===== src/hdl/core_pkg.sv =====
package core_pkg;

    // default datapath width, overridden from the top level
    localparam int DATA_WIDTH = 8;

    // four general purpose registers
    localparam int REG_ADDR_WIDTH = 2;
    localparam int NUM_REGS = 1 << REG_ADDR_WIDTH;

    // ALU operation codes
    // 3'd7 is unused and decodes as a pass of operand A
    typedef enum logic [2:0] {
        OP_ADD      = 3'd0,
        OP_SUB      = 3'd1,
        OP_AND      = 3'd2,
        OP_OR       = 3'd3,
        OP_XOR      = 3'd4,
        OP_PASS_A   = 3'd5,
        OP_LOAD_IMM = 3'd6
    } alu_op_t;

endpackage


===== src/hdl/register_file.sv =====
`timescale 1ns/1ps

module register_file #(
    parameter int DATA_WIDTH     = core_pkg::DATA_WIDTH,
    parameter int REG_ADDR_WIDTH = core_pkg::REG_ADDR_WIDTH
) (
    input  logic                      _wr_en,
    input  logic                      reset,

    // write port, fed from the ALU result register
    input  logic                      wb_en,
    input  logic [REG_ADDR_WIDTH-1:0] wb_addr,
    input  logic [DATA_WIDTH-1:0]     wb_data,

    // left read port
    input  logic [REG_ADDR_WIDTH-1:0] rd_l_addr,
    output logic [DATA_WIDTH-1:0]     rd_l_data,

    // right read port
    input  logic [REG_ADDR_WIDTH-1:0] rd_r_addr,
    output logic [DATA_WIDTH-1:0]     rd_r_data
);

    localparam int DEPTH = 1 << REG_ADDR_WIDTH;

    logic [DATA_WIDTH-1:0] regs [DEPTH];

    // write on the rising edge of the strobe
    always_ff @(posedge _wr_en) begin
        if (reset) begin
            for (int i = 0; i < DEPTH; i++) begin
                regs[i] <= '0;
            end
        end else if (wb_en) begin
            regs[wb_addr] <= wb_data;
        end
    end

    // both reads are combinational and independent
    // without bypass a read in the write cycle sees the old value
    assign rd_l_data = regs[rd_l_addr];
    assign rd_r_data = regs[rd_r_addr];

endmodule


===== src/hdl/alu.sv =====
`timescale 1ns/1ps

module alu #(
    parameter int DATA_WIDTH = core_pkg::DATA_WIDTH
) (
    input  logic                  _wr_en,
    input  logic                  reset,
    input  logic                  alu_load,
    input  core_pkg::alu_op_t     alu_op,
    input  logic [DATA_WIDTH-1:0] opnd_a,
    input  logic [DATA_WIDTH-1:0] opnd_b,
    output logic [DATA_WIDTH-1:0] result,
    output logic                  carry,
    output logic                  zero
);

    import core_pkg::*;

    logic [DATA_WIDTH:0]   sum_ext;
    logic [DATA_WIDTH:0]   diff_ext;
    logic [DATA_WIDTH-1:0] res_next;
    logic                  carry_next;
    logic                  zero_next;

    // one extra bit holds the carry out or the borrow
    assign sum_ext  = {1'b0, opnd_a} + {1'b0, opnd_b};
    assign diff_ext = {1'b0, opnd_a} - {1'b0, opnd_b};

    always_comb begin
        carry_next = 1'b0;
        case (alu_op)
            OP_ADD: begin
                res_next   = sum_ext[DATA_WIDTH-1:0];
                carry_next = sum_ext[DATA_WIDTH];
            end
            OP_SUB: begin
                // top bit set when a < b
                res_next   = diff_ext[DATA_WIDTH-1:0];
                carry_next = diff_ext[DATA_WIDTH];
            end
            OP_AND:      res_next = opnd_a & opnd_b;
            OP_OR:       res_next = opnd_a | opnd_b;
            OP_XOR:      res_next = opnd_a ^ opnd_b;
            // immediate arrives on operand B
            OP_LOAD_IMM: res_next = opnd_b;
            default:     res_next = opnd_a;
        endcase
    end

    assign zero_next = (res_next == '0);

    // result and flags hold between instructions
    always_ff @(posedge _wr_en) begin
        if (reset) begin
            result <= '0;
            carry  <= 1'b0;
            zero   <= 1'b0;
        end else if (alu_load) begin
            result <= res_next;
            carry  <= carry_next;
            zero   <= zero_next;
        end
    end

endmodule


===== src/hdl/operand_select.sv =====
`timescale 1ns/1ps

module operand_select #(
    parameter int DATA_WIDTH = core_pkg::DATA_WIDTH
) (
    // register file reads
    input  logic [DATA_WIDTH-1:0] rd_l_data,
    input  logic [DATA_WIDTH-1:0] rd_r_data,

    // pending write-back value from the ALU result register
    input  logic [DATA_WIDTH-1:0] fwd_data,
    input  logic                  fwd_a,
    input  logic                  fwd_b,

    input  logic                  use_imm,
    input  logic [DATA_WIDTH-1:0] imm,

    output logic [DATA_WIDTH-1:0] opnd_a,
    output logic [DATA_WIDTH-1:0] opnd_b
);

    // operand A comes from the left port or the bypass
    always_comb begin
        if (fwd_a) begin
            opnd_a = fwd_data;
        end else begin
            opnd_a = rd_l_data;
        end
    end

    // immediate wins over forwarding on B
    always_comb begin
        if (use_imm) begin
            opnd_b = imm;
        end else if (fwd_b) begin
            opnd_b = fwd_data;
        end else begin
            opnd_b = rd_r_data;
        end
    end

endmodule


===== src/hdl/exec_control.sv =====
`timescale 1ns/1ps

module exec_control #(
    parameter int REG_ADDR_WIDTH = core_pkg::REG_ADDR_WIDTH
) (
    input  logic                      _wr_en,
    input  logic                      reset,

    // instruction as presented by the caller
    input  logic                      instr_valid,
    input  core_pkg::alu_op_t         op,
    input  logic [REG_ADDR_WIDTH-1:0] dst,
    input  logic [REG_ADDR_WIDTH-1:0] src_a,
    input  logic [REG_ADDR_WIDTH-1:0] src_b,

    // datapath controls
    output core_pkg::alu_op_t         alu_op,
    output logic                      use_imm,
    output logic                      alu_load,
    output logic                      fwd_a,
    output logic                      fwd_b,

    // write-back stage
    output logic                      wb_en,
    output logic [REG_ADDR_WIDTH-1:0] wb_addr,
    output logic                      result_valid
);

    import core_pkg::*;

    logic                      wb_valid;
    logic [REG_ADDR_WIDTH-1:0] wb_dst;
    logic                      reads_regs;
    logic                      hit_a;
    logic                      hit_b;

    // the spare code decodes as a pass of operand A
    always_comb begin
        case (op)
            OP_ADD, OP_SUB, OP_AND, OP_OR, OP_XOR, OP_PASS_A, OP_LOAD_IMM: begin
                alu_op = op;
            end
            default: begin
                alu_op = OP_PASS_A;
            end
        endcase
    end

    assign use_imm  = (op == OP_LOAD_IMM);
    assign alu_load = instr_valid;

    // one-entry write-back stage
    always_ff @(posedge _wr_en) begin
        if (reset) begin
            wb_valid <= 1'b0;
        end else begin
            wb_valid <= instr_valid;
        end
    end

    // destination of the pending write-back
    always_ff @(posedge _wr_en) begin
        if (instr_valid) begin
            wb_dst <= dst;
        end
    end

    assign wb_en        = wb_valid;
    assign wb_addr      = wb_dst;
    assign result_valid = wb_valid;

    // read-after-write against the pending write-back
    // a load ignores its source fields
    assign reads_regs = (op != OP_LOAD_IMM);
    assign hit_a      = wb_valid && (src_a == wb_dst);
    assign hit_b      = wb_valid && (src_b == wb_dst);

    assign fwd_a = reads_regs && hit_a;
    assign fwd_b = reads_regs && hit_b;

endmodule


===== src/hdl/reg_alu_core.sv =====
`timescale 1ns/1ps

module reg_alu_core #(
    parameter int DATA_WIDTH     = core_pkg::DATA_WIDTH,
    parameter int REG_ADDR_WIDTH = core_pkg::REG_ADDR_WIDTH
) (
    input  logic                      _wr_en,
    input  logic                      reset,

    input  logic                      instr_valid,
    input  core_pkg::alu_op_t         op,
    input  logic [REG_ADDR_WIDTH-1:0] dst,
    input  logic [REG_ADDR_WIDTH-1:0] src_a,
    input  logic [REG_ADDR_WIDTH-1:0] src_b,
    input  logic [DATA_WIDTH-1:0]     imm,

    output logic [DATA_WIDTH-1:0]     result,
    output logic                      result_valid,
    output logic                      carry,
    output logic                      zero
);

    import core_pkg::*;

    alu_op_t                   alu_op;
    logic                      use_imm;
    logic                      alu_load;
    logic                      fwd_a;
    logic                      fwd_b;
    logic                      wb_en;
    logic [REG_ADDR_WIDTH-1:0] wb_addr;
    logic [DATA_WIDTH-1:0]     rd_l_data;
    logic [DATA_WIDTH-1:0]     rd_r_data;
    logic [DATA_WIDTH-1:0]     opnd_a;
    logic [DATA_WIDTH-1:0]     opnd_b;

    exec_control #(
        .REG_ADDR_WIDTH(REG_ADDR_WIDTH)
    ) u_exec_control (
        ._wr_en      (_wr_en),
        .reset       (reset),
        .instr_valid (instr_valid),
        .op          (op),
        .dst         (dst),
        .src_a       (src_a),
        .src_b       (src_b),
        .alu_op      (alu_op),
        .use_imm     (use_imm),
        .alu_load    (alu_load),
        .fwd_a       (fwd_a),
        .fwd_b       (fwd_b),
        .wb_en       (wb_en),
        .wb_addr     (wb_addr),
        .result_valid(result_valid)
    );

    // sources address the two read ports directly
    register_file #(
        .DATA_WIDTH    (DATA_WIDTH),
        .REG_ADDR_WIDTH(REG_ADDR_WIDTH)
    ) u_register_file (
        ._wr_en   (_wr_en),
        .reset    (reset),
        .wb_en    (wb_en),
        .wb_addr  (wb_addr),
        .wb_data  (result),
        .rd_l_addr(src_a),
        .rd_l_data(rd_l_data),
        .rd_r_addr(src_b),
        .rd_r_data(rd_r_data)
    );

    // registered result doubles as the forwarded value
    operand_select #(
        .DATA_WIDTH(DATA_WIDTH)
    ) u_operand_select (
        .rd_l_data(rd_l_data),
        .rd_r_data(rd_r_data),
        .fwd_data (result),
        .fwd_a    (fwd_a),
        .fwd_b    (fwd_b),
        .use_imm  (use_imm),
        .imm      (imm),
        .opnd_a   (opnd_a),
        .opnd_b   (opnd_b)
    );

    alu #(
        .DATA_WIDTH(DATA_WIDTH)
    ) u_alu (
        ._wr_en  (_wr_en),
        .reset   (reset),
        .alu_load(alu_load),
        .alu_op  (alu_op),
        .opnd_a  (opnd_a),
        .opnd_b  (opnd_b),
        .result  (result),
        .carry   (carry),
        .zero    (zero)
    );

endmodule


===== config.mk =====
export PLATFORM = sky130hd
export DESIGN_NAME = reg_alu_core
export DESIGN_NICKNAME = d
export VERILOG_FILES = /design/src/hdl/core_pkg.sv /design/src/hdl/register_file.sv /design/src/hdl/alu.sv /design/src/hdl/operand_select.sv /design/src/hdl/exec_control.sv /design/src/hdl/reg_alu_core.sv
export SDC_FILE = /design/constraint.sdc
export NUM_CORES = 1
export LEC_CHECK = 0
export ABC_AREA = 1
export ABC_CLOCK_PERIOD_IN_PS = 3350
export BUFFER_PORTS_ARGS = -buffer_cell sky130_fd_sc_hd__buf_2
export CAP_MARGIN = 15
export CELL_PAD_IN_SITES_DETAIL_PLACEMENT = 1
export CELL_PAD_IN_SITES_GLOBAL_PLACEMENT = 2
export CORE_ASPECT_RATIO = 1.1
export CORE_MARGIN = 4
export CORE_UTILIZATION = 34
export DETAILED_ROUTE_END_ITERATION = 6
export PLACE_DENSITY = 0.88
export SYNTH_ARGS = -nofsm -noshare
export SYNTH_HDL_FRONTEND = slang
export SYNTH_SLANG_ARGS = --single-unit

===== constraint.sdc =====
create_clock -name _wr_en -period 3.35 [get_ports _wr_en]
set_input_delay 0.335 -clock _wr_en [delete_from_list [all_inputs] [get_ports _wr_en]]
set_output_delay 0.335 -clock _wr_en [all_outputs]
set_load 0.02 [all_outputs]

After elaboration in Yosys (flattened, before gate mapping)
Memory sizes are Yosys's and may differ from the RTL's.
Cells that the tools add are included.

word-level totals
  flip-flop bits (word level) = 13
  memory bits (writable) = 32
  output and inout bits = 11
  word-level logic and storage cells = 48
  memories kept = 1

operators by class
  add/sub/neg operators = 2
  eq/ne operators = 14
  mux-type cells = 14
  bitwise operators = 3
  reduce and logical (&&, ||, !) cells = 9

memories
  memory                words  width  read ports  clocked after memory_dff  wr ports  RTL line             text
  u_register_file.regs  4      8      2           0                         4         register_file.sv:26  logic [DATA_WIDTH-1:0] regs [DEPTH];

operators by type and width
  kind                number
  $pmux 8 s6          1
  $mux 8              4
  $eq 3x3->1 const B  5
  $eq 3x2->1 const B  4
  $add 8x8->9         1
  $sub 8x8->9         1
  $and 8x8->8         1
  $logic_not 8->1     1
  $or 8x8->8          1
  $reduce_or 8->1     1
  $xor 8x8->8         1
  $reduce_or 7->1     1
  $eq 3x1->1 const B  2
  $logic_not 3->1     2
  $mux 1              6
  $eq 2x2->1          2
  $logic_and 1x1->1   4
  $mux 3              1
  $ne 3x3->1 const B  1
  $mux 2              1
  $pmux 1 s2          1

Logic depth before layout (Yosys ltp)
Gate-level depths: netlist of run 1.

  word-level depth = 8
  gate-level depth with buffers = 27
  gate-level depth less buffers = 25

Modules after synthesis
A second synthesis of run 1 with hierarchy kept.

second synthesis, totals
  cells, all modules = 652
  area total of the unflattened synthesis = 4175.3 um^2

by module, submodules not included
  module          times used  cells each  area an instance (um^2)
  register_file   1           243         1885.6
  alu             1           298         1711.6
  operand_select  1           78          362.8
  exec_control    1           33          215.2

Worst setup path after synthesis of run 1
Ideal clock, no wire load.

  path kind = reg-to-reg
  start point = register u_exec_control.wb_valid (netlist: u_exec_control.result_valid)
  end point = register u_alu.zero
  setup time = 67 ps
  arrival time = 2781 ps
  data required time = 3283 ps
  setup slack = 503 ps
  stages on the path, launching flop included = 23
  buffers on the path = 2
  period minus slack after synthesis = 2847 ps
  cell sequence = dfxtp_1 inv_1 a211oi_1 nand2_2 buf_4 o211ai_1 and2_1 inv_1 ha_1 buf_2 inv_1 nand2_1 nand2_1 inv_1 nand2_1 nand2_1 nand3_1 nand3_1 nor2_1 nand2_1 nor2_1 nand3_1 a21oi_2

on the way
  longest elaborated chain between the ends = 7
  elaborated cells on any way between the ends = 14

ends and longest elaborated chain
  what                                 RTL line              text
  start, declared                      exec_control.sv:31    logic wb_valid;
  start signal, assigned               exec_control.sv:57    wb_valid <= instr_valid;
  $logic_and 1x1->1                    exec_control.sv:76    assign hit_b = wb_valid && (src_b == wb_dst);
  $logic_and 1x1->1                    exec_control.sv:79    assign fwd_b = reads_regs && hit_b;
  $mux 8                               operand_select.sv:35  end else if (fwd_b) begin
  $mux 8                               operand_select.sv:33  if (use_imm) begin
  $sub 8x8->9 (tied with other cells)  alu.sv:27             assign diff_ext = {1'b0, opnd_a} - {1'b0, opnd_b};
  $pmux 8 s6 *                         alu.sv:31             case (alu_op)
  $logic_not 8->1 *                    alu.sv:50             assign zero_next = (res_next == '0);
  end signal, assigned                 alu.sv:61             zero <= zero_next;
  end, declared                        alu.sv:14             output logic zero

Mark *: on every way between the ends. The rest lies on a longest branch, timed or not.
A chain may end at the register's enable or synchronous reset.

Worst setup path after layout of run 1
  start point = register u_exec_control.wb_dst[0] (netlist: u_exec_control.wb_addr[0])
  end point = register u_alu.zero

on the way
  longest elaborated chain between the ends = 8
  elaborated cells on any way between the ends = 16

ends and longest elaborated chain
  what                                 RTL line              text
  start, declared                      exec_control.sv:32    logic [REG_ADDR_WIDTH-1:0] wb_dst;
  start signal, assigned               exec_control.sv:64    wb_dst <= dst;
  $eq 2x2->1                           exec_control.sv:76
  $logic_and 1x1->1                    exec_control.sv:76
  $logic_and 1x1->1                    exec_control.sv:79
  $mux 8                               operand_select.sv:35
  $mux 8                               operand_select.sv:33
  $sub 8x8->9 (tied with other cells)  alu.sv:27
  $pmux 8 s6 *                         alu.sv:31
  $logic_not 8->1 *                    alu.sv:50

Marks and branches as above.

==> results.sh, run 1 <==
export IMPL_result_of_the_run="completed"
export IMPL_cts_htree_levels=2
export IMPL_numClockSinks=45
export IMPL_critPathCapture="u_alu.zero"
export IMPL_nNetsFinal=663
export IMPL_place_port_buffers=30
export IMPL_vertical_extent_of_the_die_um=120.4
export IMPL_postLayoutCellArea_um2=4476
export IMPL_diodes=0
export IMPL_via_count=3925
export IMPL_numCtsBuffers=5
export IMPL_synth_enable_flop_cells=34
export IMPL_crit_path_max_fanout=7
export IMPL_routedWlPerCell_um=17.19
export IMPL_detail_route_iter0_violations=163
export IMPL_setup_worst_path_start_class="flip-flop"
export IMPL_postSynth_asyncResetShare_pct=0
export IMPL_finalCritPeriodShare_pct=93.64
export IMPL_crit_path_start="u_exec_control.wb_addr[0]"
export IMPL_ir_worst_vdd_uv=195.3
export IMPL_nFillCells=1457
export IMPL_rr_startpoint="u_exec_control.wb_addr[0]"
export IMPL_final_number_of_setup_violating_endpoints=0
export IMPL_synth_warn=0
export IMPL_placementRows=40
export IMPL_r2r_end="u_alu.zero"
export IMPL_primary_ff_master_synth="sky130_fd_sc_hd__edfxtp_1"
export IMPL_timing_hold_ws_ps=227.7
export IMPL_design_power_total_mw=1.795
export IMPL_grt_first_pass_wirelength_um=21090
export IMPL_overflow=0
export IMPL_clock_tree_root_cell="sky130_fd_sc_hd__clkbuf_16"
export IMPL_layout_drive_gt1_share_pct=14.40
export IMPL_largest_net_degree_at_the_start_of_global_routing=21
export IMPL_place_gp_congestion=0.8760
export IMPL_timing_critical_path_required_ps=3580
export IMPL_floorplan_core_area_um2=11060
export IMPL_power_density_nw_per_um2=401.1
export IMPL_power_leakage_nw=2.203
export IMPL_tritoncts_clock_tree="done"
export IMPL_path_class="reg -> reg"
export IMPL_wirelength_um=13150
export IMPL_syn_instance_count=574
export IMPL_critical_path_endpoint_type="flip-flop"
export IMPL_yosysUniqueCellTypes=38
export IMPL_final_setup_skew_ps=1.487
export IMPL_reg2reg_setup_slack_ps=210
export IMPL_drt_pass1_iterations=4
export IMPL_die_w_um=110.2
export IMPL_postSynthRegisterBits=45
export IMPL_dpl_cell_area_um2=4313
export IMPL_detail_route_antenna_nets=0
export IMPL_syn_nets=620
export IMPL_final_period_minus_worst_setup_slack_ps=3137
export IMPL_maxSlewHeadroom_pct=68.29
export IMPL_synth_yosys_seq_area_share_pct=31.79
export IMPL_hold_viol_final=0
export IMPL_synthToLayoutAreaGrowth_pct=14.65
export IMPL_cts_path_max_buffers=2
export IMPL_cp_arrival_ps=3360
export IMPL_timing_worst_slew_pin_value_ps=474.5
export IMPL_drt_drc_violations_left=0
export IMPL_number_of_global_route_vias_before_repair=4087
export IMPL_ctsHoldBuffers=0
export IMPL_grt_util_all_layers_pct=20.72
export IMPL_floorplan_die_area_um2=13260
export IMPL_hpwl_um=10730
export IMPL_floorplan_initialDensity_pct=35.29
export IMPL_final_max_slew_viol_count=0
export IMPL_path_clk_slew_ps=60
export IMPL_syn_area_um2=3904
export IMPL_grt_antenna_before_repair=0
export IMPL_drv_max_cap_violation_count=0
export IMPL_fmax_mhz=318.8
export IMPL_post_synth_cell_area_avg_um2=6.801
export IMPL_hold_class="in -> reg"
export IMPL_timing_reg2reg_worst_path_depth=21
export IMPL_insertion_delay_ps=290
export IMPL_ioPinCount=31
export IMPL_viasPerCell=5.131
[cell type report]
class                      instances  area (um2)  share of cell area (%)
clock buffer                       5       125.1                   2.796
clock inverter                     3       12.51                  0.2796
inverter                          95       361.6                   8.079
multi-input combinational        418        2236                   49.96
sequential                        45        1241                   27.73
tap                              147       183.9                   4.110
timing repair buffer              52       315.3                   7.045
[state kept, by name (all words and copies together) (netlist names)]
register	cells
u_register_file.regs	32
u_exec_control.wb_addr	2
u_alu.zero	1
u_exec_control.result_valid	1
u_alu.result	8
u_alu.carry	1
[cell usage in the layout (no fill, tap or decap), types with 2 or more instances in the layout]
| cell type | Yosys | routed |
|---|---|---|
| sky130_fd_sc_hd__a211oi_1 | 4 | 3 |
| sky130_fd_sc_hd__a21oi_1 | 27 | 27 |
| sky130_fd_sc_hd__a21oi_2 | 2 | 2 |
| sky130_fd_sc_hd__a22oi_1 | 2 | 2 |
| sky130_fd_sc_hd__a31oi_2 | 2 | 2 |
| sky130_fd_sc_hd__a32o_1 | 4 | 4 |
| sky130_fd_sc_hd__and2_1 | 7 | 6 |
| sky130_fd_sc_hd__buf_2 | 9 | 30 |
| sky130_fd_sc_hd__buf_4 | 1 | 22 |
| sky130_fd_sc_hd__clkbuf_16 | 0 | 5 |
| sky130_fd_sc_hd__clkinv_1 | 2 | 4 |
| sky130_fd_sc_hd__dfxtp_1 | 11 | 11 |
| sky130_fd_sc_hd__edfxtp_1 | 34 | 34 |
| sky130_fd_sc_hd__fa_1 | 2 | 2 |
| sky130_fd_sc_hd__ha_1 | 24 | 22 |
| sky130_fd_sc_hd__ha_2 | 0 | 2 |
| sky130_fd_sc_hd__inv_1 | 88 | 87 |
| sky130_fd_sc_hd__inv_2 | 4 | 5 |
| sky130_fd_sc_hd__nand2_1 | 145 | 145 |
| sky130_fd_sc_hd__nand2_2 | 7 | 7 |
| sky130_fd_sc_hd__nand3_1 | 57 | 57 |
| sky130_fd_sc_hd__nand4_1 | 8 | 8 |
| sky130_fd_sc_hd__nor2_1 | 77 | 75 |
| sky130_fd_sc_hd__nor2_2 | 0 | 2 |
| sky130_fd_sc_hd__nor2_8 | 3 | 3 |
| sky130_fd_sc_hd__o211ai_1 | 8 | 8 |
| sky130_fd_sc_hd__o21ai_0 | 26 | 24 |
| sky130_fd_sc_hd__o21ai_1 | 1 | 3 |
| sky130_fd_sc_hd__o22ai_1 | 4 | 4 |
[critical path, cell delays in order (launching register included)]
cell and delay (ps):
sky130_fd_sc_hd__edfxtp_1 450, sky130_fd_sc_hd__o22ai_1 150, sky130_fd_sc_hd__a211oi_2 190, sky130_fd_sc_hd__nand2_2 120, sky130_fd_sc_hd__buf_4 170, sky130_fd_sc_hd__o211ai_1 180, sky130_fd_sc_hd__and2_4 190, sky130_fd_sc_hd__inv_1 50
sky130_fd_sc_hd__ha_2 330, sky130_fd_sc_hd__inv_1 120, sky130_fd_sc_hd__nand2_1 60, sky130_fd_sc_hd__nand2_1 90, sky130_fd_sc_hd__inv_1 60, sky130_fd_sc_hd__nand2_1 100, sky130_fd_sc_hd__nand2_1 60, sky130_fd_sc_hd__nand3_1 70
sky130_fd_sc_hd__nand3_1 110, sky130_fd_sc_hd__nor2_2 160, sky130_fd_sc_hd__nand2_1 90, sky130_fd_sc_hd__nor2_1 120, sky130_fd_sc_hd__nand3_1 100, sky130_fd_sc_hd__a21oi_2 120
[cells in the mapped netlist (2+ instances only)]
cell type,n,area (um2)
sky130_fd_sc_hd__nand2_2,7,43.79
sky130_fd_sc_hd__nand2_1,145,544.3
sky130_fd_sc_hd__clkinv_1,2,7.510
sky130_fd_sc_hd__o21ai_0,26,130.1
sky130_fd_sc_hd__a21oi_2,2,17.52
sky130_fd_sc_hd__buf_2,9,45.04
sky130_fd_sc_hd__a32o_1,4,40.04
sky130_fd_sc_hd__a21oi_1,27,135.1
sky130_fd_sc_hd__o22ai_1,4,25.02
sky130_fd_sc_hd__inv_2,4,15.01
sky130_fd_sc_hd__nand4_1,8,50.05
sky130_fd_sc_hd__clkbuf_1,4,15.01
sky130_fd_sc_hd__nor2_8,3,60.06
sky130_fd_sc_hd__edfxtp_1,34,1021
sky130_fd_sc_hd__a211oi_1,4,30.03
sky130_fd_sc_hd__and2_1,7,43.79
sky130_fd_sc_hd__nand3_1,57,285.3
sky130_fd_sc_hd__a31oi_2,2,25.02
sky130_fd_sc_hd__o211ai_1,8,60.06
sky130_fd_sc_hd__a22oi_1,2,15.01
sky130_fd_sc_hd__dfxtp_1,11,220.2
sky130_fd_sc_hd__ha_1,24,300.3
sky130_fd_sc_hd__fa_1,2,40.04
sky130_fd_sc_hd__inv_1,88,330.3
sky130_fd_sc_hd__nor2_1,77,289.0
[layer usage]
metal	GRT usage (%)	vias up	part of all wire, %
li1	-	1945	-
met3	1.388	15	1.8
met1	24.64	1908	42
met2	38.88	57	54
met4	6.467	0	1.8
met5	0	-	0
[where the power goes]
| part | switching (mW) | leakage [nW] | internal [mW] |
|---|---|---|---|
| combinational | 0.441 | 1.69 | 0.230 |
| clock | 0.199 | 0.0687 | 0.270 |
| sequential | 0.0234 | 0.443 | 0.631 |
[cells by family after synthesis]
family                   synth area share (%)
flip-flops                              31.79
AND/OR/NAND/NOR                         35.06
adder cells (fa/ha/maj)                 8.718
AO/OA/AOI/OAI                           12.82
XOR/XNOR                               0.2244
buffers and inverters                   11.38
[repair_timing]
item,CTS,global route
endpoints found under the setup margin,1,5
endpoints found under the hold margin,0,0
pin swaps,0,1
gates resized for setup,0,9
buffers inserted,1,0
[how the worst min path moves through the flow]
stage	start	endpoint	slack, ps	cells after the start
2_1_floorplan	dst[0]	u_exec_control.wb_addr[0]	430	0
3_3_place_gp	u_alu.carry	u_alu.carry	450	2
3_5_place_dp	u_alu.carry	u_alu.carry	460	2
4_1_cts	dst[0]	u_exec_control.wb_addr[0]	220	1
5_1_grt	dst[0]	u_exec_control.wb_addr[0]	220	1
6_report	dst[1]	u_exec_control.wb_addr[1]	230	1
[metrics by stage]
step,setup TNS (ps),cells,util [%],worst slack (ps)
6_report,0,765,40.46,213.1
5_1_grt,-20.67,765,40.46,-20.67
4_1_cts,0,765,40.31,47.75
3_5_place_dp,-51.41,756,38.99,-51.41
3_3_place_gp,0,756,38.99,74.37
2_1_floorplan,0,574,-,502.5
No activity file was read; power rests on OpenSTA's default activity.
==> run 2, diff against run 1 <==
--- a/config.mk
+++ b/config.mk
@@ -16,6 +16,7 @@
 export CORE_UTILIZATION = 34
 export DETAILED_ROUTE_END_ITERATION = 6
 export PLACE_DENSITY = 0.88
+export RECOVER_POWER = 50
 export SYNTH_ARGS = -nofsm -noshare
 export SYNTH_HDL_FRONTEND = slang
 export SYNTH_SLANG_ARGS = --single-unit
==> constraint.sdc (replaced) <==
create_clock -name _wr_en -period 3.35 [get_ports _wr_en]
set_input_delay 0.1675 -clock _wr_en [delete_from_list [all_inputs] [get_ports _wr_en]]
set_output_delay 0.1675 -clock _wr_en [all_outputs]
set_load 0.02 [all_outputs]
==> run 2 against run 1 <==
- register-to-register slack is essentially flat
- critical endpoint unchanged
- core utilization down 0.090 points
- non-clock buffer count fell by 6
==> results.sh, run 2 (synthesis gave the netlist of run 1 again) <==
export IMPL_placementRows=40
export IMPL_timing_hold_ws_ps=42.68
export IMPL_cts_path_max_buffers=2
export IMPL_largest_net_degree_at_the_start_of_global_routing=21
export IMPL_clock_tree_root_cell="sky130_fd_sc_hd__clkbuf_16"
export IMPL_cp_common_cell="sky130_fd_sc_hd__nand2_1"
export IMPL_setup_worst_path_start_class="flip-flop"
export IMPL_die_w_um=110.2
export IMPL_postLayoutCellArea_um2=4466
export IMPL_final_setup_skew_ps=4.584
export IMPL_detail_route_antenna_nets=0
export IMPL_nFillCells=1467
export IMPL_power_leakage_nw=2.138
export IMPL_critical_path_endpoint_type="flip-flop"
export IMPL_critical_path_cell_chain="buf_4, inv_2, o21ai_1, inv_1, nand2_4, o211ai_1, and2_4, inv_1, ha_4, inv_1, nand2_1, nand2_1, inv_1, nand2_1, nand2_1, nand2_1, nand2_1, nand3_1, nand4_1, nor2_1, nand3_1, a21oi_2"
export IMPL_hold_viol_final=0
export IMPL_detail_route_iter0_violations=207
export IMPL_via_count=3864
export IMPL_final_max_slew_viol_count=0
export IMPL_vertical_extent_of_the_die_um=120.4
export IMPL_largest_register_ffs=32
export IMPL_grt_first_pass_wirelength_um=22030
export IMPL_final_number_of_setup_violating_endpoints=0
export IMPL_worst_path_dominant_cell_family="simple AND/OR/NAND/NOR gates"
export IMPL_final_common_cell="sky130_fd_sc_hd__nand2_1"
export IMPL_finalCritPeriodShare_pct=93.63
export IMPL_numCtsBuffers=5
export IMPL_diodes=0
export IMPL_most_common_layout_cells="145 x sky130_fd_sc_hd__nand2_1, 87 x sky130_fd_sc_hd__inv_1, 76 x sky130_fd_sc_hd__nor2_1"
export IMPL_timing_critical_path_required_ps=3580
export IMPL_drt_drc_violations_left=0
export IMPL_insertion_delay_ps=300
export IMPL_path_clk_slew_ps=60
export IMPL_tritoncts_clock_tree="done"
export IMPL_grt_util_all_layers_pct=21.62
export IMPL_hpwl_um=10810
export IMPL_path_class="reg -> reg"
export IMPL_design_power_total_mw=1.809
export IMPL_maxSlewHeadroom_pct=56.35
export IMPL_nNetsFinal=657
export IMPL_critical_path_buffer_and_inverter_count=6
export IMPL_cp_arrival_ps=3370
export IMPL_numClockSinks=45
export IMPL_ioPinCount=31
export IMPL_floorplan_initialDensity_pct=35.29
export IMPL_drt_pass1_iterations=4
export IMPL_floorplan_core_area_um2=11060
export IMPL_cpPeakStageDelay_ps=430
export IMPL_fmax_mhz=318.8
export IMPL_ir_worst_vdd_uv=257.2
export IMPL_timing_worst_slew_pin_value_ps=654.7
export IMPL_result_of_the_run="completed"
export IMPL_synthToLayoutAreaGrowth_pct=14.39
export IMPL_number_of_global_route_vias_before_repair=4180
export IMPL_drv_max_cap_violation_count=0
export IMPL_crit_path_max_fanout=10
export IMPL_power_density_nw_per_um2=405.2
export IMPL_critical_path_s_slowest_cell="sky130_fd_sc_hd__edfxtp_1"
export IMPL_dpl_cell_area_um2=4275
export IMPL_place_port_buffers=30
export IMPL_wirelength_um=13590
export IMPL_final_period_minus_worst_setup_slack_ps=3137
export IMPL_place_gp_congestion=0.8994
export IMPL_overflow=0
export IMPL_layout_drive_gt1_share_pct=12.58
export IMPL_registers_top_by_ff_count="u_register_file.regs"
export IMPL_cts_htree_levels=2
export IMPL_viasPerCell=5.091
export IMPL_routedWlPerCell_um=17.91
export IMPL_hold_class="in -> reg"
export IMPL_grt_antenna_before_repair=0
export IMPL_floorplan_die_area_um2=13260
[run 2: changes by cell type in the layout (fill, tap and decap cells not counted), moves of 2 or more]
| cell | previous run | this run |
|---|---|---|
| sky130_fd_sc_hd__clkbuf_1 | 0 | 14 |
| sky130_fd_sc_hd__buf_2 | 30 | 18 |
| sky130_fd_sc_hd__buf_4 | 22 | 14 |
| sky130_fd_sc_hd__ha_1 | 22 | 19 |
| sky130_fd_sc_hd__and2_1 | 6 | 4 |
| sky130_fd_sc_hd__and2_4 | 1 | 3 |
| sky130_fd_sc_hd__fa_1 | 2 | 0 |
| sky130_fd_sc_hd__fa_2 | 0 | 2 |
| sky130_fd_sc_hd__ha_4 | 0 | 2 |
| sky130_fd_sc_hd__o21ai_0 | 24 | 26 |
| sky130_fd_sc_hd__o21ai_1 | 3 | 1 |
[run 2: power breakdown]
group / leakage [nW] / switching, mW / internal (mW) / total (mW)
Combinational: 1.63 / 0.450 / 0.226 / 0.676
Clock: 0.0687 / 0.211 / 0.270 / 0.481
Sequential: 0.443 / 0.0210 / 0.631 / 0.652
[run 2: final cells by class]
class | instances | area (um2) | area share [%]
tap | 147 | 183.9 | 4.119
sequential | 45 | 1241 | 27.79
timing repair buffer | 46 | 247.7 | 5.548
clock inverter | 3 | 12.51 | 0.2802
multi-input combinational | 418 | 2293 | 51.36
clock buffer | 5 | 125.1 | 2.802
inverter | 95 | 361.6 | 8.098
[run 2: path summary, 6_finish.rpt]
path / cells past startpoint / from / to / slack [ps]
max reg2reg: 22 / u_exec_control.wb_addr[0] / u_alu.zero / 210
min reg2reg: 2 / u_alu.carry / u_alu.carry / 480
max: 22 / u_exec_control.wb_addr[0] / u_alu.zero / 210
min: 1 / dst[0] / u_exec_control.wb_addr[0] / 40
[run 2: per-stage QoR]
stage	setup TNS, ps	cells	util [%]	setup WS, ps
6_report	0	759	40.37	213.3
5_1_grt	-16.65	759	40.37	-16.65
4_1_cts	0	759	39.92	23.92
3_5_place_dp	-229.0	751	38.65	-135.1
3_3_place_gp	-60.64	751	38.65	-46.85
2_1_floorplan	0	574	-	502.5
[run 2: repair_timing]
| item | 4_1_cts | 5_1_grt |
|---|---|---|
| gates resized for setup | 1 | 18 |
| pin swaps | 1 | 2 |
| hold buffers | 0 | 0 |
| setup endpoints to repair | 1 | 6 |
| setup buffers | 0 | 0 |
| endpoints found under the hold margin | 0 | 0 |
[run 2: metal layers]
metal	GRT usage [%]	routed length [um]
met1	26.43	5899
met2	38.43	7125
met3	1.975	245
met4	8.699	323
met5	0	0
==> run 3, diff against run 2 <==
--- a/config.mk
+++ b/config.mk
@@ -6,7 +6,7 @@
 export NUM_CORES = 1
 export LEC_CHECK = 0
 export ABC_AREA = 1
-export ABC_CLOCK_PERIOD_IN_PS = 3350
+export ABC_CLOCK_PERIOD_IN_PS = 3500
 export BUFFER_PORTS_ARGS = -buffer_cell sky130_fd_sc_hd__buf_2
 export CAP_MARGIN = 15
 export CELL_PAD_IN_SITES_DETAIL_PLACEMENT = 1
==> constraint.sdc (replaced) <==
create_clock -name _wr_en -period 3.5 [get_ports _wr_en]
set_input_delay 0.175 -clock _wr_en [delete_from_list [all_inputs] [get_ports _wr_en]]
set_output_delay 0.175 -clock _wr_en [all_outputs]
set_load 0.02 [all_outputs]
==> run 3 against run 2 <==
- final cell count up 0.53%
- sequential share of layout area up 0.13 points
- die area unchanged
- combinational power down 4.3%
- power down 3.2%
- worst setup slack better by 27 ps
- sequential power down 4.0%
- clock skew down 2.3 ps
- maximum frequency down 3.8%
==> results.sh, run 3 (synthesis gave the netlist of run 1 again) <==
export IMPL_detail_route_antenna_nets=0
export IMPL_grt_setup_unrepaired="no"
export IMPL_place_gp_congestion=0.8498
export IMPL_final_number_of_setup_violating_endpoints=0
export IMPL_largest_net_degree_at_the_start_of_global_routing=23
export IMPL_largest_register_ffs=32
export IMPL_hpwl_um=10930
export IMPL_grt_util_all_layers_pct=21.45
export IMPL_path_class="reg -> reg"
export IMPL_fmax_mhz=306.8
export IMPL_viasPerCell=5.166
export IMPL_cts_path_max_buffers=2
export IMPL_final_setup_skew_ps=2.273
export IMPL_final_period_minus_worst_setup_slack_ps=3259
export IMPL_maxSlewHeadroom_pct=54.26
export IMPL_setup_worst_path_start_class="flip-flop"
export IMPL_dpl_cell_area_um2=4305
export IMPL_nNetsFinal=661
export IMPL_layout_drive_gt1_share_pct=11.53
export IMPL_wirelength_um=13500
export IMPL_synthToLayoutAreaGrowth_pct=13.88
export IMPL_critical_path_s_slowest_cell="sky130_fd_sc_hd__dfxtp_1"
export IMPL_diodes=0
export IMPL_clock_tree_root_cell="sky130_fd_sc_hd__clkbuf_16"
export IMPL_overflow=0
export IMPL_grt_first_pass_wirelength_um=21710
export IMPL_critical_path_cell_chain="inv_1, a211oi_1, buf_4, nand2_4, buf_4, nand2_1, o211ai_1, and2_4, inv_1, ha_2, inv_2, nand2_1, nand2_1, inv_1, nand2_1, nand2_1, nand3_1, nand3_1, nor2_2, nand2_1, nor2_1, nand3_1, a21oi_2"
export IMPL_hold_viol_final=0
export IMPL_dp_cells=755
export IMPL_hold_class="in -> reg"
export IMPL_floorplan_core_area_um2=11060
export IMPL_power_leakage_nw=2.156
export IMPL_tritoncts_clock_tree="done"
export IMPL_cts_htree_levels=2
export IMPL_numCtsBuffers=5
export IMPL_insertion_delay_ps=290
export IMPL_critical_path_endpoint_type="flip-flop"
export IMPL_drv_max_cap_violation_count=0
export IMPL_ioPinCount=31
export IMPL_timing_worst_slew_pin_value_ps=686.2
export IMPL_routedWlPerCell_um=17.69
export IMPL_cpPeakStageDelay_ps=400
export IMPL_drt_drc_violations_left=0
export IMPL_grt_antenna_before_repair=0
export IMPL_ir_worst_vdd_uv=163.3
export IMPL_postLayoutCoreUtil_pct=40.19
export IMPL_placementRows=40
export IMPL_numClockSinks=45
export IMPL_timing_critical_path_required_ps=3730
export IMPL_cp_arrival_ps=3490
export IMPL_crit_path_max_fanout=10
export IMPL_setup_tns_final_ps=0
export IMPL_registers_top_by_ff_count="u_register_file.regs"
export IMPL_die_w_um=110.2
export IMPL_path_clk_slew_ps=60
export IMPL_critical_path_buffer_and_inverter_count=6
export IMPL_final_max_slew_viol_count=0
export IMPL_ctsHoldBuffers=0
export IMPL_via_count=3942
export IMPL_final_common_cell="sky130_fd_sc_hd__nand2_1"
export IMPL_floorplan_die_area_um2=13260
export IMPL_floorplan_initialDensity_pct=35.29
export IMPL_drt_pass1_iterations=4
export IMPL_number_of_global_route_vias_before_repair=4249
export IMPL_cp_common_cell="sky130_fd_sc_hd__nand2_1"
export IMPL_worst_path_dominant_cell_family="simple AND/OR/NAND/NOR gates"
export IMPL_place_port_buffers=30
export IMPL_finalCritPeriodShare_pct=93.12
export IMPL_result_of_the_run="completed"
export IMPL_most_common_layout_cells="145 x sky130_fd_sc_hd__nand2_1, 87 x sky130_fd_sc_hd__inv_1, 76 x sky130_fd_sc_hd__nor2_1"
export IMPL_vertical_extent_of_the_die_um=120.4
export IMPL_finish_cell_count_without_fillers=763
export IMPL_detail_route_iter0_violations=163
export IMPL_power_density_nw_per_um2=394.1
export IMPL_postLayoutCellArea_um2=4446
==> run 3: routing by layer <==
layer  GRT usage, %  wire length [um]  vias up
met3          1.708               276       20
met4          7.390               312        0
li1               -                 -     1940
met5              0                 0        -
met1          25.02              5610     1924
met2          40.29              7302       58
==> run 3: worst paths after layout <==
check / slack [ps] / endpoint / from / depth (start not counted)
worst max-delay path: 240 / u_alu.zero / u_exec_control.result_valid / 23
worst min-delay path: 60 / u_exec_control.wb_addr[1] / dst[1] / 1
worst max register to register: 240 / u_alu.zero / u_exec_control.result_valid / 23
worst min register to register: 470 / u_alu.carry / u_alu.carry / 2
==> run 3: per-stage QoR <==
step                worst slack [ps]  power (mW)  hold WS (ps)
floorplan                      652.5       1.064         273.9
global placement               39.42       1.261         353.0
detailed placement            -30.79       1.282         355.4
CTS                            22.76       1.763         55.15
global route                   27.60       1.860         61.84
finish                         240.8       1.752         60.78
==> run 3: final cells by class <==
type                    count  area (um2)
fillers                  1471        6615
clock buffers               8       146.4
multi-input cells         418        2231
well taps                 147       183.9
repair buffers             50       281.5
inverters                  95       361.6
flip-flops and latches     45        1241
==> run 3: power by group <==
part	switching [mW]	total (mW)	leakage [nW]	internal, mW
registers	0.0220	0.626	0.443	0.604
clock network	0.193	0.478	0.0712	0.285
logic	0.427	0.647	1.64	0.220
==> run 3: worst reg2reg max path: stages (launching register included) <==
cell                       delay [ps]
sky130_fd_sc_hd__dfxtp_1          400
sky130_fd_sc_hd__inv_1            100
sky130_fd_sc_hd__a211oi_1         230
sky130_fd_sc_hd__buf_4            160
sky130_fd_sc_hd__nand2_4           80
sky130_fd_sc_hd__buf_4            160
sky130_fd_sc_hd__nand2_1           50
sky130_fd_sc_hd__o211ai_1         120
sky130_fd_sc_hd__and2_4           180
sky130_fd_sc_hd__inv_1             50
sky130_fd_sc_hd__ha_2             330
sky130_fd_sc_hd__inv_2            110
sky130_fd_sc_hd__nand2_1           60
sky130_fd_sc_hd__nand2_1          100
sky130_fd_sc_hd__inv_1             70
sky130_fd_sc_hd__nand2_1          100
sky130_fd_sc_hd__nand2_1           60
sky130_fd_sc_hd__nand3_1           90
sky130_fd_sc_hd__nand3_1          140
sky130_fd_sc_hd__nor2_2           200
sky130_fd_sc_hd__nand2_1           70
sky130_fd_sc_hd__nor2_1           120
sky130_fd_sc_hd__nand3_1          110
sky130_fd_sc_hd__a21oi_2          120
==> run 3: what timing repair did <==
action	CTS	global route
setup endpoints to repair	1	3
setup buffers	0	0
gates resized for setup	1	5
pin swaps	0	1
cloned	0	0
